## src/fetch_types_pkg.sv

```systemverilog
//******************************
// byte addresses are 64 bits, a fetch block is 16 bytes with two branch slots
// history is 16 bits wide, newest outcome in bit 0
//******************************
package fetch_types_pkg;

  localparam int unsigned BLOCK_BYTES       = 16;
  localparam int unsigned BLOCK_OFFSET_BITS = $clog2(BLOCK_BYTES);

  typedef logic [63:0] addr_t;

  // global history, shifted left as blocks are fetched
  typedef logic [15:0] ghist_t;

  // bit s set means branch slot s of the block
  typedef logic [1:0] slot_bits_t;

  // fetch output of the front end
  typedef struct packed {
    addr_t      ip;
    ghist_t     ghist;
    slot_bits_t taken;   // slots predicted taken at ip
  } fetch_state_t;

endpackage

```

## src/retire_pkg.sv

```systemverilog
//******************************
// one retiring branch per cycle at most
// src_ip is the block address of the branch, not the branch itself
//******************************
package retire_pkg;

  import fetch_types_pkg::*;

  // retire update from the back end
  typedef struct packed {
    logic   valid;        // one cycle strobe
    logic   slot;         // branch slot inside the block
    logic   mispredict;
    addr_t  src_ip;
    addr_t  target_ip;
    ghist_t ghist;        // history seen when the block was fetched
  } retire_t;

endpackage

```

## src/fetch_pc_gen.sv

```systemverilog
`timescale 1ns/1ns
//******************************
// advances every cycle, there is no stall input
// targets from the buffer must already be block aligned
// tag_fault is sticky, only rst clears it
//******************************
module fetch_pc_gen
  import fetch_types_pkg::*;
  import retire_pkg::*;
#(
  parameter int TB_INDEX_BITS = 9
) (
  input  logic       clk,
  input  logic       rst,
  input  addr_t      reset_ip,
  input  retire_t    retire,
  input  slot_bits_t taken,
  input  addr_t      target0,
  input  addr_t      target1,
  input  slot_bits_t tag_hit,
  output addr_t      ip,
  output ghist_t     ghist,
  output logic       tag_fault
);

  localparam int GHIST_BITS = $bits(ghist_t);

  // the buffer tag has to keep at least one address bit
  if (TB_INDEX_BITS < 1 || TB_INDEX_BITS > $bits(addr_t) - BLOCK_OFFSET_BITS - 1) begin : g_bad_idx
    $error("fetch_pc_gen: TB_INDEX_BITS out of range");
  end

  addr_t  ip_next;
  ghist_t ghist_next;
  logic   fault_next;
  logic   restore;

  assign restore = retire.valid && retire.mispredict;

  // next block and history, slot 0 wins over slot 1
  always_comb begin
    ip_next    = ip + addr_t'(BLOCK_BYTES);
    ghist_next = {ghist[GHIST_BITS-3:0], 2'b00};   // no taken slot
    fault_next = tag_fault;

    if (taken[0]) begin
      ip_next    = target0;
      ghist_next = {ghist[GHIST_BITS-2:0], 1'b1};
      if (!tag_hit[0]) begin
        fault_next = 1'b1;
      end
    end else if (taken[1]) begin
      ip_next    = target1;
      ghist_next = {ghist[GHIST_BITS-3:0], 2'b01};
      if (!tag_hit[1]) begin
        fault_next = 1'b1;
      end
    end

    // retirement knows better than the speculative shift
    if (restore) begin
      ghist_next = retire.ghist;
    end
  end

  always_ff @(posedge clk) begin
    if (rst) begin
      ip        <= reset_ip & ~addr_t'(BLOCK_BYTES - 1);   // block aligned
      ghist     <= '0;
      tag_fault <= 1'b0;
    end else begin
      ip        <= ip_next;
      ghist     <= ghist_next;
      tag_fault <= fault_next;
    end
  end

endmodule

```

## config.mk

```make
export PLATFORM = sky130hd
export DESIGN_NAME = fetch_pc_gen
export DESIGN_NICKNAME = d
export VERILOG_FILES = /design/src/fetch_types_pkg.sv /design/src/retire_pkg.sv /design/src/fetch_pc_gen.sv
export SDC_FILE = /design/constraint.sdc
export NUM_CORES = 1
export LEC_CHECK = 0
export BUFFER_PORTS_ARGS = -buffer_cell sky130_fd_sc_hd__buf_4
export CORE_AREA = 4 4 161 163
export DETAILED_ROUTE_END_ITERATION = 10
export DIE_AREA = 0 0 165 167
export PLACE_DENSITY_LB_ADDON = 0.1
export SLEW_MARGIN = 20
export SYNTH_ARGS = -nofsm -noshare
export SYNTH_HDL_FRONTEND = slang
export SYNTH_SLANG_ARGS = --single-unit
```

## constraint.sdc

```tcl
create_clock -name clk -period 5.05 [get_ports clk]
set_clock_uncertainty 0.05 [all_clocks]
set_input_delay 0.505 -clock clk [delete_from_list [all_inputs] [get_ports clk]]
set_output_delay 0.505 -clock clk [all_outputs]
set_load 0.01 [all_outputs]
```

==> results by group, run 1 <==
Global routing
  – Global-route wire length before repair: 39,130 um
  – Pin count of the biggest net entering global routing: 77
  – Vias in the first global route: 6,381
  – Initial antenna violation count: 1
  – Total GRT Usage: a little under a fifth
  – Remaining Overflow, GRT: 0

Floorplan
  – IO Pins: roughly 430
  – Die width: 165 um
  – Core Rows: 57
  – Die Y: approximately 170 um
  – Area of the core: 24,320 um^2
  – Die area: 27,560 um^2
  – Starting density of the core: between 20% and 30%

Cells and area
  – Multi-input gate area: 3593 um^2
  – Fill cell count: ~2,700
  – Layout cells sized above 1: 34.13%
  – Cell area after layout: 8193 um^2
  – Synth-to-Final Area Change: 50.91%
  – Fin util: around 34%
  – Register area: ~1600 um^2
  – Diode count: 0
  – Nets: 1,308

Timing
  – Slew margin rel.: just over 30%
  – Slew Viols, Final: 0
  – Unrepaired setup endpoints after global routing: false
  – Endpoints failing hold: 0
  – Fin crit period: between 2000 and 3000 ps
  – Setup Total Neg Slack: 0 ps
  – F_max: between 300 and 400 MHz
  – # setup viols final: 0
  – Final setup margin: 2319 ps
  – Final critical-path share of the clock period: a little over half
  – Worst-Margin Slew: 1040 ps

Clock network
  – Resize count post-CTS: 0
  – H-tree levels: 3
  – Hold buffers post-CTS: 0
  – Total clock sinks: between 80 and 90
  – Reg clk slew, reported paths: around 70 ps
  – Bufs on Longest Clock Path: 2
  – Skew-Pair Late Insertion Delay: 350 ps
  – Post-CTS Setup Bufs: 0
  – Clk Tree Root Cell: clkbuf_16
  – Num CTS Buffers: 9
  – CTS tree: built

Worst setup path
  – CP Data Arrival Time: roughly 3000 ps
  – CP Max Fanout: 10
  – Critical path class: reg2reg
  – CP Launch Type: register
  – Required @ worst endpoint: 5300 ps
  – Critical Path End Type: register

Routing
  – Routed wire length: 26,590 um
  – Initial DRC count: 369
  – Via-per-instance ratio: 4.970
  – Vias: ~6,400
  – DRT antenna net count: 0
  – Detailed-route DRC error count: 0
  – TritonRoute pass-1 iters: 4
  – Avg WL per Cell: slightly above 20 um

Power and ir drop
  – Peak supply drop: around 0.12 mV
  – P_leak: 3.492 nW
  – Power after layout: 0.002021 W
  – PwrDens: 246.7 nW/um^2

Run status
  – Status: complete, no violations

Yosys
  – Synthesis Warnings: 0
  – Syn Inst Count: 700
  – Sequential element share of the synthesized area: ~30%
  – Yosys reg bits: 81
  – Netlist Area Pre-Place: around 5400 um^2
  – Netlist cell types: 56
  – Main synth FF type: dfxtp_1
  – Post-synth EDFFs: 0
  – Avg Synthesized Cell Area: 7.756 um^2
  – Syn_nets: 1,046
  – Post-synth ARST share: 0%

Placed design
  – Post-DP HPWL: 20,940 um
  – RD Place Congestion: 0.7932
  – Pre-CTS WS: 2126 ps
  – Port bufs: 292
  – Dpl cell area: 7895 um^2

Flow run
  – Max cap viols: 0

Min path
  – Hold Path Class: in2reg
## worst max-delay path: stages (launching register included)
cell	delay (ps)
dfxtp_1	420
ha_1	260
nand4_1	350
nor3_4	580
nand4_2	340
or4b_1	590
nand3_1	80
## cells in the mapped netlist (2+ instances only)
| library cell | count | area share (%) |
|---|---|---|
| a211o_1 | 2 | 0.32 |
| a211oi_1 | 14 | 1.9 |
| a21oi_1 | 36 | 3.3 |
| a22o_1 | 4 | 0.65 |
| a22oi_1 | 44 | 6.1 |
| a31oi_1 | 13 | 1.5 |
| and2_1 | 6 | 0.69 |
| and3_1 | 10 | 1.2 |
| and4_1 | 6 | 0.97 |
| buf_1 | 5 | 0.35 |
| buf_2 | 2 | 0.18 |
| clkbuf_1 | 39 | 2.7 |
| dfxtp_1 | 81 | 30 |
| inv_1 | 7 | 0.48 |
| mux2i_1 | 31 | 5.7 |
| nand2_1 | 56 | 3.9 |
| nand2b_1 | 14 | 1.6 |
| nand3_1 | 57 | 5.3 |
| nand3b_1 | 3 | 0.41 |
| nand4_1 | 25 | 2.9 |
| nand4_2 | 2 | 0.46 |
| nor2_1 | 66 | 4.6 |
| nor3_1 | 7 | 0.65 |
| nor3b_1 | 4 | 0.55 |
| nor4_1 | 6 | 0.69 |
| nor4_2 | 2 | 0.46 |
| nor4_4 | 3 | 1.2 |
| o2111ai_1 | 8 | 1.3 |
| o211ai_1 | 4 | 0.55 |
| o21a_1 | 13 | 1.8 |
| o21ai_0 | 38 | 3.5 |
| o221ai_1 | 9 | 1.5 |
| o22ai_1 | 8 | 0.92 |
| o311ai_0 | 6 | 0.97 |
| or2_2 | 2 | 0.23 |
| or3_1 | 4 | 0.46 |
| or4_1 | 13 | 1.8 |
| or4b_1 | 6 | 1.1 |
| xnor2_1 | 4 | 0.65 |
| xor2_1 | 24 | 3.9 |
## flip-flops by register name, indices dropped and copies added, names as in the netlist, named ones only
register and flops:
ip 60, tag_fault 1, ghist 16
## per-layer routing
metal	global-route usage, %	part of all wire (%)
met5	0	0.053
met4	3.797	0.92
met3	6.179	9.3
met2	27.63	43
met1	25.99	47
## report_power, final
part	total (W)	internal [W]	leakage [nW]	switching, W
combinational	0.000535	0.000280	2.67	0.000254
clock	0.000695	0.000396	0.142	0.000298
sequential	0.000792	0.000703	0.679	0.0000883
total	0.00202	0.00138	3.49	0.000641
## cells by family after synthesis
logic type | after synthesis | synth area share [%]
flops | 81 | 29.87
buf+inv | 56 | 4.125
fa+ha+maj | 1 | 0.2304
compound gates | 202 | 24.78
xor+xnor | 28 | 4.517
mux | 32 | 5.923
simple gates | 300 | 30.56
## stage by stage
| step | std cells | hold slack [ps] |
|---|---|---|
| 3_5_place_dp | 1275 | 454.4 |
| 2_1_floorplan | 700 | 454.7 |
| 5_1_grt | 1291 | 316.0 |
| 4_1_cts | 1291 | 292.7 |
| 6_report | 1291 | 308.7 |
| 3_3_place_gp | 1275 | 450.3 |
## path summary, 6_finish.rpt
path / startpoint / endpoint / slack, ps / cells after the start
worst max register to register: ip[4] / ip[60] / 2320 / 6
worst min register to register: ghist[0] / ghist[1] / 470 / 2
worst max-delay path: ip[4] / ip[60] / 2320 / 6
worst min-delay path: reset_ip[8] / ip[8] / 310 / 3
## cell usage in the layout, fill, tap and decap left out, types with 6 or more instances in the layout
cell type	n
a211oi_1	14
a21oi_1	36
a22oi_1	44
a31oi_1	13
and2_1	6
and3_1	10
and4_1	6
buf_4	299
clkbuf_16	9
dfxtp_1	81
inv_1	7
mux2i_1	31
nand2_1	56
nand2b_1	14
nand3_1	57
nand4_1	25
nor2_1	65
nor3_1	7
nor4_1	6
o2111ai_1	8
o21a_1	13
o21ai_0	38
o221ai_1	9
o22ai_1	8
o311ai_0	6
or4_1	13
or4b_1	6
xor2_1	24
## cell type report
class	instances	share of cell area, %
flip-flops and latches	81	19.79
repair buffers	299	27.40
well taps	324	4.948
inverters	8	0.3665
clock buffers	11	2.963
multi-input cells	563	43.86
clock inverters	5	0.6720
Power figures use the tool's default switching activity.
==> run 2, diff against run 1 <==
ABC_AREA = 1   (was unset)
CORE_AREA = 4 4 162 164   (was 4 4 161 163)
DIE_AREA = 0 0 166 168   (was 0 0 165 167)
clock period = 2.3 ns   (was 5.05 ns; I/O delays follow)
==> run 2 against run 1 <==
  * Area after synthesis increased by 7.5%
  * Combinational power increased by 130%
  * Final cell count increased by 27%
  * Count of clock-buffer cells in the layout decreased by 2
  * Power increased by 120%
  * Critical endpoint is now ip[58]
  * Sequential cell count unchanged
  * Sequential share of layout area decreased by 1.3 points
  * First-iteration DRC count decreased by 0.54%
==> results by group, run 2 <==
Timing
  – Final critical-path share of the clock period: 88.18% (was 54.09%)
  – F_max: 493.1 MHz (was 366.1 MHz)
  – Unrepaired setup endpoints after global routing: false (unchanged)
  – Worst-Margin Slew: 918.5 ps (was 1040 ps)
  – # setup viols final: 0 (unchanged)
  – Final setup margin: 271.9 ps (was 2319 ps)
  – Endpoints failing hold: 0 (unchanged)
  – Setup Total Neg Slack: 0 ps (unchanged)
  – Slew Viols, Final: 0 (unchanged)
  – Fin crit period: 2028 ps (was 2731 ps)
  – Slew margin rel.: 38.62% (was 30.43%)

Routing
  – TritonRoute pass-1 iters: 5 (was 4)
  – Routed wire length: 28,600 um (was 26,590 um)
  – Initial DRC count: 367 (was 369)
  – Met1 wire length: 13,630 um (was 12,430 um)
  – Met3 wire length: 2893 um (was 2475 um)
  – Vias: 7,392 (was 6,416)
  – Detailed-route DRC error count: 0 (unchanged)
  – Avg WL per Cell: 17.39 um (was 20.59 um)
  – DRT antenna net count: 0 (unchanged)
  – Top routing layer in use: met5 (unchanged)
  – Routed length on met2: 11,730 um (was 11,420 um)
  – Via-per-instance ratio: 4.496 (was 4.970)

Clock network
  – Bufs on Longest Clock Path: 2 (unchanged)
  – Reg clk slew, reported paths: 80 ps (was 70 ps)
  – Clk Tree Root Cell: clkbuf_16 (unchanged)
  – H-tree levels: 3 (unchanged)
  – Num CTS Buffers: 9 (unchanged)
  – Post-CTS Setup Bufs: 0 (unchanged)
  – CTS tree: built (unchanged)
  – Skew-Pair Late Insertion Delay: 360 ps (was 350 ps)
  – Total clock sinks: 81 (unchanged)

Worst setup path
  – CP Data Arrival Time: 2230 ps (was 2980 ps)
  – Required @ worst endpoint: 2500 ps (was 5300 ps)
  – CP Max Fanout: 4 (was 10)
  – CP Launch Type: register (unchanged)
  – Critical Path End Type: register (unchanged)
  – Critical path class: reg2reg (unchanged)

Floorplan
  – Die Y: 168 um (was 167 um)
  – Starting density of the core: 23.45% (was 22.32%)
  – IO Pins: 426 (unchanged)
  – Core Rows: 58 (was 57)
  – Area of the core: 24,890 um^2 (was 24,320 um^2)
  – Die width: 166 um (was 165 um)
  – Die area: 27,890 um^2 (was 27,560 um^2)

Global routing
  – Initial antenna violation count: 4 (was 1)
  – Remaining Overflow, GRT: 0 (unchanged)
  – Total GRT Usage: 19.70% (was 18.52%)
  – Vias in the first global route: 7,303 (was 6,381)
  – Global-route wire length before repair: 43,130 um (was 39,130 um)
  – Pin count of the biggest net entering global routing: 58 (was 77)

Power and ir drop
  – Psw: 0.001557 W (was 0.0006412 W)
  – Combinational fraction of design power: 27.3% (was 26.5%)
  – Peak supply drop: 0.2678 mV (was 0.1214 mV)
  – Clock share of power: 34.6% (was 34.4%)
  – Internal: 0.002928 W (was 0.001380 W)
  – Switching Fraction: 34.72% (was 31.73%)
  – P_leak: 4.164 nW (was 3.492 nW)
  – Power share of the sequential group: 38.1% (was 39.2%)
  – PwrDens: 511.2 nW/um^2 (was 246.7 nW/um^2)

Cells and area
  – Biggest register: ip (unchanged)
  – Max reg flops: 60 (unchanged)
  – Most common cell after layout, fill and taps aside: nand2_1 (was buf_4)
  – Layout cells sized above 1: 27.02% (was 34.13%)
  – Largest regs: ip: 60 flops, ghist: 16 flops, tag_fault: 1 flops (unchanged)
  – Nets: 1,655 (was 1,308)
  – Synth-to-Final Area Change: 50.33% (was 50.91%)
  – Diode count: 0 (unchanged)
  – Fill cell count: 2,866 (was 2,658)
  – Most frequent cells in the layout: nand2_1 (387), buf_4 (307), nor2_1 (204), dfxtp_1 (81), a21oi_1 (62) (was buf_4 (299), dfxtp_1 (81), nor2_1 (65), nand3_1 (57), nand2_1 (56))

Yosys
  – Share of the synthesized area in the top cell type: 27.78% (was 29.87%)
  – Syn Inst Count: 1,032 (was 700)
  – Post-synth top area cell: dfxtp_1 (unchanged)
  – Post-synth ARST share: 0% (unchanged)
  – Top-count cell post-synth: nand2_1 (was dfxtp_1)
  – Netlist Area Pre-Place: 5837 um^2 (was 5429 um^2)
  – Synthesis Warnings: 0 (unchanged)
  – Main synth FF type: dfxtp_1 (unchanged)
  – Yosys reg bits: 81 (unchanged)
  – Avg Synthesized Cell Area: 5.656 um^2 (was 7.756 um^2)
  – Netlist cell types: 29 (was 56)
  – Ranking of synthesized cells by area: dfxtp_1 (28%), nand2_1 (25%), nor2_1 (13%) (was dfxtp_1 (30%), a22oi_1 (6.1%), mux2i_1 (5.7%))
  – Sequential element share of the synthesized area: 27.78% (was 29.87%)
  – Syn_nets: 1,378 (was 1,046)
  – Post-synth EDFFs: 0 (unchanged)
  – Top cells by count, synth: nand2_1 (388), nor2_1 (204), dfxtp_1 (81), a21oi_1 (62), nand3_1 (47) (was dfxtp_1 (81), nor2_1 (66), nand3_1 (57), nand2_1 (56), a22oi_1 (44))

Placed design
  – Port bufs: 292 (unchanged)
  – RD Place Congestion: 0.9212 (was 0.7932)
  – Post-DP HPWL: 23,230 um (was 20,940 um)
  – Pre-CTS WS: 208.1 ps (was 2126 ps)

Run status
  – Status: complete, no violations (unchanged)

Flow run
  – Max cap viols: 0 (unchanged)

Min path
  – Hold Path Class: in2reg (unchanged)
-- run 2: cell count changes in the layout (fill, tap and decap cells not counted), moves of 18 or more --
cell,delta
nand2_1,+331
nor2_1,+139
a22oi_1,-44
inv_1,+35
mux2i_1,-31
a21oi_1,+26
nand4_1,-18
-- run 2: worst max-delay path, cell delays in order, from the launching register on --
cell and delay, ps:
dfxtp_1 410, ha_1 240, nand2_2 80, nor2_4 180, nand2_2 130, nor2_4 250
nand2_2 140, nor2_1 120, nand2_1 50, nand3_1 110, nand2_1 60, nand2_1 50
nand2_1 50
-- run 2: routing by layer --
layer,global-route usage (%),vias to the layer above
met2,29.07,268
met5,0,-
met3,8.265,23
met4,3.515,8
li1,-,3861
met1,27.23,3232
-- run 2: final timing paths --
check                    start        end  slack [ps]  depth (start not counted)
setup / recovery         ip[4]     ip[58]         270                         12
hold / removal    reset_ip[48]     ip[48]          10                          3
setup reg to reg         ip[4]     ip[58]         270                         12
hold reg to reg      tag_fault  tag_fault         440                          2
-- run 2: cell families after synthesis --
kind of cell               synth area share (%)
AOI/OAI and AO/OA                         15.24
DFF                                       27.78
buffers and inverters                     6.045
and+or+nand+nor                           47.27
adders and majority gates                0.2143
xor gates and xnor gates                  3.451
-- run 2: final cells by class --
cell class | instances | area, um^2 | area share (%)
clock inverter | 7 | 86.33 | 0.9839
inverter | 45 | 168.9 | 1.925
multi-input combinational | 858 | 3865 | 44.05
timing repair buffer | 314 | 2395 | 27.29
clock buffer | 9 | 225.2 | 2.567
tap | 330 | 412.9 | 4.706
sequential | 81 | 1622 | 18.48
-- run 2: power groups by stage --
stage / clock network (W) / logic [W] / registers [W]
finish: 0.00155 / 0.00123 / 0.00171
floorplan: 0 / 0.000512 / 0.00174
detailed placement: 0 / 0.00123 / 0.00174
CTS: 0.00162 / 0.00125 / 0.00171
global route: 0.00166 / 0.00136 / 0.00173
global placement: 0 / 0.00123 / 0.00174
-- run 2: through the flow --
step / power, W / instances / utilization [%] / instance area (um^2) / hold slack (ps)
after detailed placement: 0.002974 / 1623 / 33.79 / 8411 / 376.3
after CTS: 0.004574 / 1644 / 35.24 / 8772 / 0.4398
after global placement: 0.002969 / 1623 / 33.79 / 8411 / 377.7
after floorplan: 0.002253 / 1032 / - / 5837 / 286.0
final: 0.004486 / 1644 / 35.25 / 8775 / 14.86
after global routing: 0.004754 / 1644 / 35.25 / 8775 / 8.213
-- run 2: repair_timing --
action                     4_1_cts  5_1_grt
gates resized for setup          0        1
setup endpoints to repair        0        1
hold buffers                     5        0
hold endpoints to repair         5        0
==> run 3, diff against run 2 <==
BUFFER_PORTS_ARGS = unset   (was -buffer_cell sky130_fd_sc_hd__buf_4)
DONT_BUFFER_PORTS = 1   (was unset)
==> run 3 against run 2 <==
  * The flow now finishes with violations (hold timing)
  * Sequential share of layout area rose by 3.3 points
  * Setup slack worse by 150 ps
  * Critical endpoint is now ip[20]
  * Critical path depth shrank 2
  * Fmax fell by 6.8%
  * Global-route usage up 0.37 points
  * Critical path type unchanged
==> results by group, run 3 (synthesis gave the netlist of run 2 again) <==
Cells and area
  – Most common cell after layout, fill and taps aside: nand2_1 (unchanged)
  – Synth-to-Final Area Change: 28.57% (was 50.33%)
  – Max reg flops: 60 (unchanged)
  – Most frequent cells in the layout: nand2_1 (388), nor2_1 (204), dlygate4sd3_1 (76), dfxtp_1 (71), a21oi_1 (62) (was nand2_1 (387), buf_4 (307), nor2_1 (204), dfxtp_1 (81), a21oi_1 (62))
  – Biggest register: ip (unchanged)
  – Nets: 1,457 (was 1,655)
  – Largest regs: ip: 60 flops, ghist: 16 flops, tag_fault: 1 flops (unchanged)
  – Layout cells sized above 1: 8.513% (was 27.02%)
  – Diode count: 0 (unchanged)

Worst setup path
  – Critical Path End Type: register (unchanged)
  – CP most frequent cell: nand2_1 (unchanged)
  – CP Data Arrival Time: 2360 ps (was 2230 ps)
  – CP Max Fanout: 4 (unchanged)
  – Required @ worst endpoint: 2490 ps (was 2500 ps)
  – CP Launch Type: register (unchanged)
  – Critical path class: reg2reg (unchanged)
  – Delay-heaviest family, CP: simple AND/OR/NAND/NOR gates (unchanged)
  – Crit-path cells: ha_1 -> nand2_2 -> nor2_4 -> nand2_4 -> nor2_8 -> xnor2_1 -> o21ai_1 -> nand2_1 -> nand2_1 -> dlygate4sd3_1 (was ha_1 -> nand2_2 -> nor2_4 -> nand2_2 -> nor2_4 -> nand2_2 -> nor2_1 -> nand2_1 -> nand3_1 -> nand2_1 -> nand2_1 -> nand2_1)
  – Worst Path Buf+Inv: 1 (was 0)
  – Slowest stage cell, crit path: dlygate4sd3_1 (was dfxtp_1)
  – Crit-path max cell delay: 550 ps (was 410 ps)

Clock network
  – Total clock sinks: 81 (unchanged)
  – CTS tree: built (unchanged)
  – Num CTS Buffers: 9 (unchanged)
  – H-tree levels: 3 (unchanged)
  – Bufs on Longest Clock Path: 2 (unchanged)
  – Clk Tree Root Cell: clkbuf_16 (unchanged)
  – Reg clk slew, reported paths: 70 ps (was 80 ps)
  – Skew-Pair Late Insertion Delay: 360 ps (about the same)

Routing
  – TritonRoute pass-1 iters: 5 (unchanged)
  – Initial DRC count: 360 (was 367)
  – Via-per-instance ratio: 4.685 (was 4.496)
  – Detailed-route DRC error count: 0 (unchanged)
  – Vias: 6,775 (was 7,392)
  – Avg WL per Cell: 20.02 um (was 17.39 um)
  – Routed wire length: 28,950 um (was 28,600 um)
  – DRT antenna net count: 0 (unchanged)

Power and ir drop
  – Psw: 0.001424 W (was 0.001557 W)
  – Internal: 0.002887 W (was 0.002928 W)
  – Combinational fraction of design power: 19.7% (was 27.3%)
  – Power share of the sequential group: 41.0% (was 38.1%)
  – Clock share of power: 39.3% (was 34.6%)
  – PwrDens: 574.4 nW/um^2 (was 511.2 nW/um^2)
  – P_leak: 3.176 nW (was 4.164 nW)
  – Peak supply drop: 0.2434 mV (was 0.2678 mV)
  – Switching Fraction: 33.03% (was 34.72%)

Timing
  – Endpoints failing hold: 1 (was 0)
  – Slew Viols, Final: 0 (unchanged)
  – Fin crit period: 2176 ps (was 2028 ps)
  – Worst-Margin Slew: 1020 ps (was 918.5 ps)
  – Unrepaired setup endpoints after global routing: false (unchanged)
  – WHS: -0.8774 ps (was 14.86 ps)
  – Final critical-path share of the clock period: 94.60% (was 88.18%)
  – Setup Total Neg Slack: 0 ps (unchanged)
  – Slew margin rel.: 31.76% (was 38.62%)
  – F_max: 459.6 MHz (was 493.1 MHz)
  – # setup viols final: 0 (unchanged)

Placed design
  – Post-DP HPWL: 21,880 um (was 23,230 um)
  – RD Place Congestion: 0.8612 (was 0.9212)
  – Port bufs: 0 (was 292)

Floorplan
  – Die area: 27,890 um^2 (unchanged)
  – IO Pins: 426 (unchanged)
  – Die Y: 168 um (unchanged)
  – Die width: 166 um (unchanged)
  – Core Rows: 58 (unchanged)
  – Area of the core: 24,890 um^2 (unchanged)
  – Starting density of the core: 23.45% (unchanged)

Flow run
  – Max cap viols: 0 (unchanged)

Run status
  – Failing checks: hold timing
  – Status: finished with violations (was complete, no violations)

Global routing
  – Vias in the first global route: 6,726 (was 7,303)
  – Global-route wire length before repair: 42,910 um (was 43,130 um)
  – Pin count of the biggest net entering global routing: 72 (was 58)
  – Total GRT Usage: 20.08% (was 19.70%)
  – Initial antenna violation count: 6 (was 4)
  – Remaining Overflow, GRT: 0 (unchanged)

Min path
  – Hold Path Class: in2reg (unchanged)
## run 3: metrics by stage
| step | setup slack (ps) | instances | power [W] | utilization [%] | area [um^2] |
|---|---|---|---|---|---|
| detailed placement | 262.9 | 1350 | 0.002503 | 25.46 | 6337 |
| global placement | 240.8 | 1350 | 0.002504 | 25.46 | 6337 |
| finish | 124.2 | 1446 | 0.004311 | 30.15 | 7505 |
| CTS | 16.39 | 1443 | 0.004374 | 29.96 | 7457 |
| global route | 0.1088 | 1446 | 0.004558 | 30.15 | 7505 |
| floorplan | 604.0 | 1032 | 0.002253 | - | 5837 |
## run 3: layer usage
layer | global-route usage (%) | wire, um | up-vias
li1 | - | - | 3461
met1 | 28.17 | 13840 | 3023
met2 | 29.83 | 12120 | 255
met3 | 7.819 | 2713 | 24
met4 | 2.977 | 191 | 12
met5 | 0 | 76 | -
## run 3: final cells by class
| type | count | area, um^2 |
|---|---|---|
| Timing Repair Buffer | 116 | 1081 |
| Multi-Input combinational cell | 858 | 3875 |
| Clock inverter | 7 | 106.4 |
| Inverter | 45 | 170.2 |
| Fill cell | 2897 | 17390 |
| Clock buffer | 9 | 225.2 |
| Tap cell | 330 | 412.9 |
| Sequential cell | 81 | 1634 |
## run 3: what timing repair did
action | 4_1_cts | 5_1_grt
setup buffers | 0 | 3
hold buffers | 77 | 0
endpoints found under the setup margin | 0 | 3
hold endpoints to repair | 75 | 0
resized for setup | 0 | 12
## run 3: path summary, 6_finish.rpt
path	from	to	depth (start not counted)	slack, ps
hold reg to reg	ghist[14]	ghist[15]	2	500
hold / removal	reset_ip[15]	ip[15]	2	-0.9
setup / recovery	ip[5]	ip[20]	10	120
setup reg to reg	ip[5]	ip[20]	10	120
## run 3: power by group through the flow
| stage | clock, W | combinational, W | sequential, W |
|---|---|---|---|
| 5_1_grt | 0.00181 | 0.000964 | 0.00179 |
| 6_report | 0.00170 | 0.000849 | 0.00177 |
| 2_1_floorplan | 0 | 0.000512 | 0.00174 |
| 3_3_place_gp | 0 | 0.000706 | 0.00180 |
| 3_5_place_dp | 0 | 0.000705 | 0.00180 |
| 4_1_cts | 0.00175 | 0.000858 | 0.00177 |
## run 3: worst reg2reg max path, stage by stage (launching register included)
cell and delay (ps):
dfxtp_1 350, ha_1 210, nand2_2 80, nor2_4 180, nand2_4 120, nor2_8 180
xnor2_1 160, o21ai_1 80, nand2_1 50, nand2_1 40, dlygate4sd3_1 550
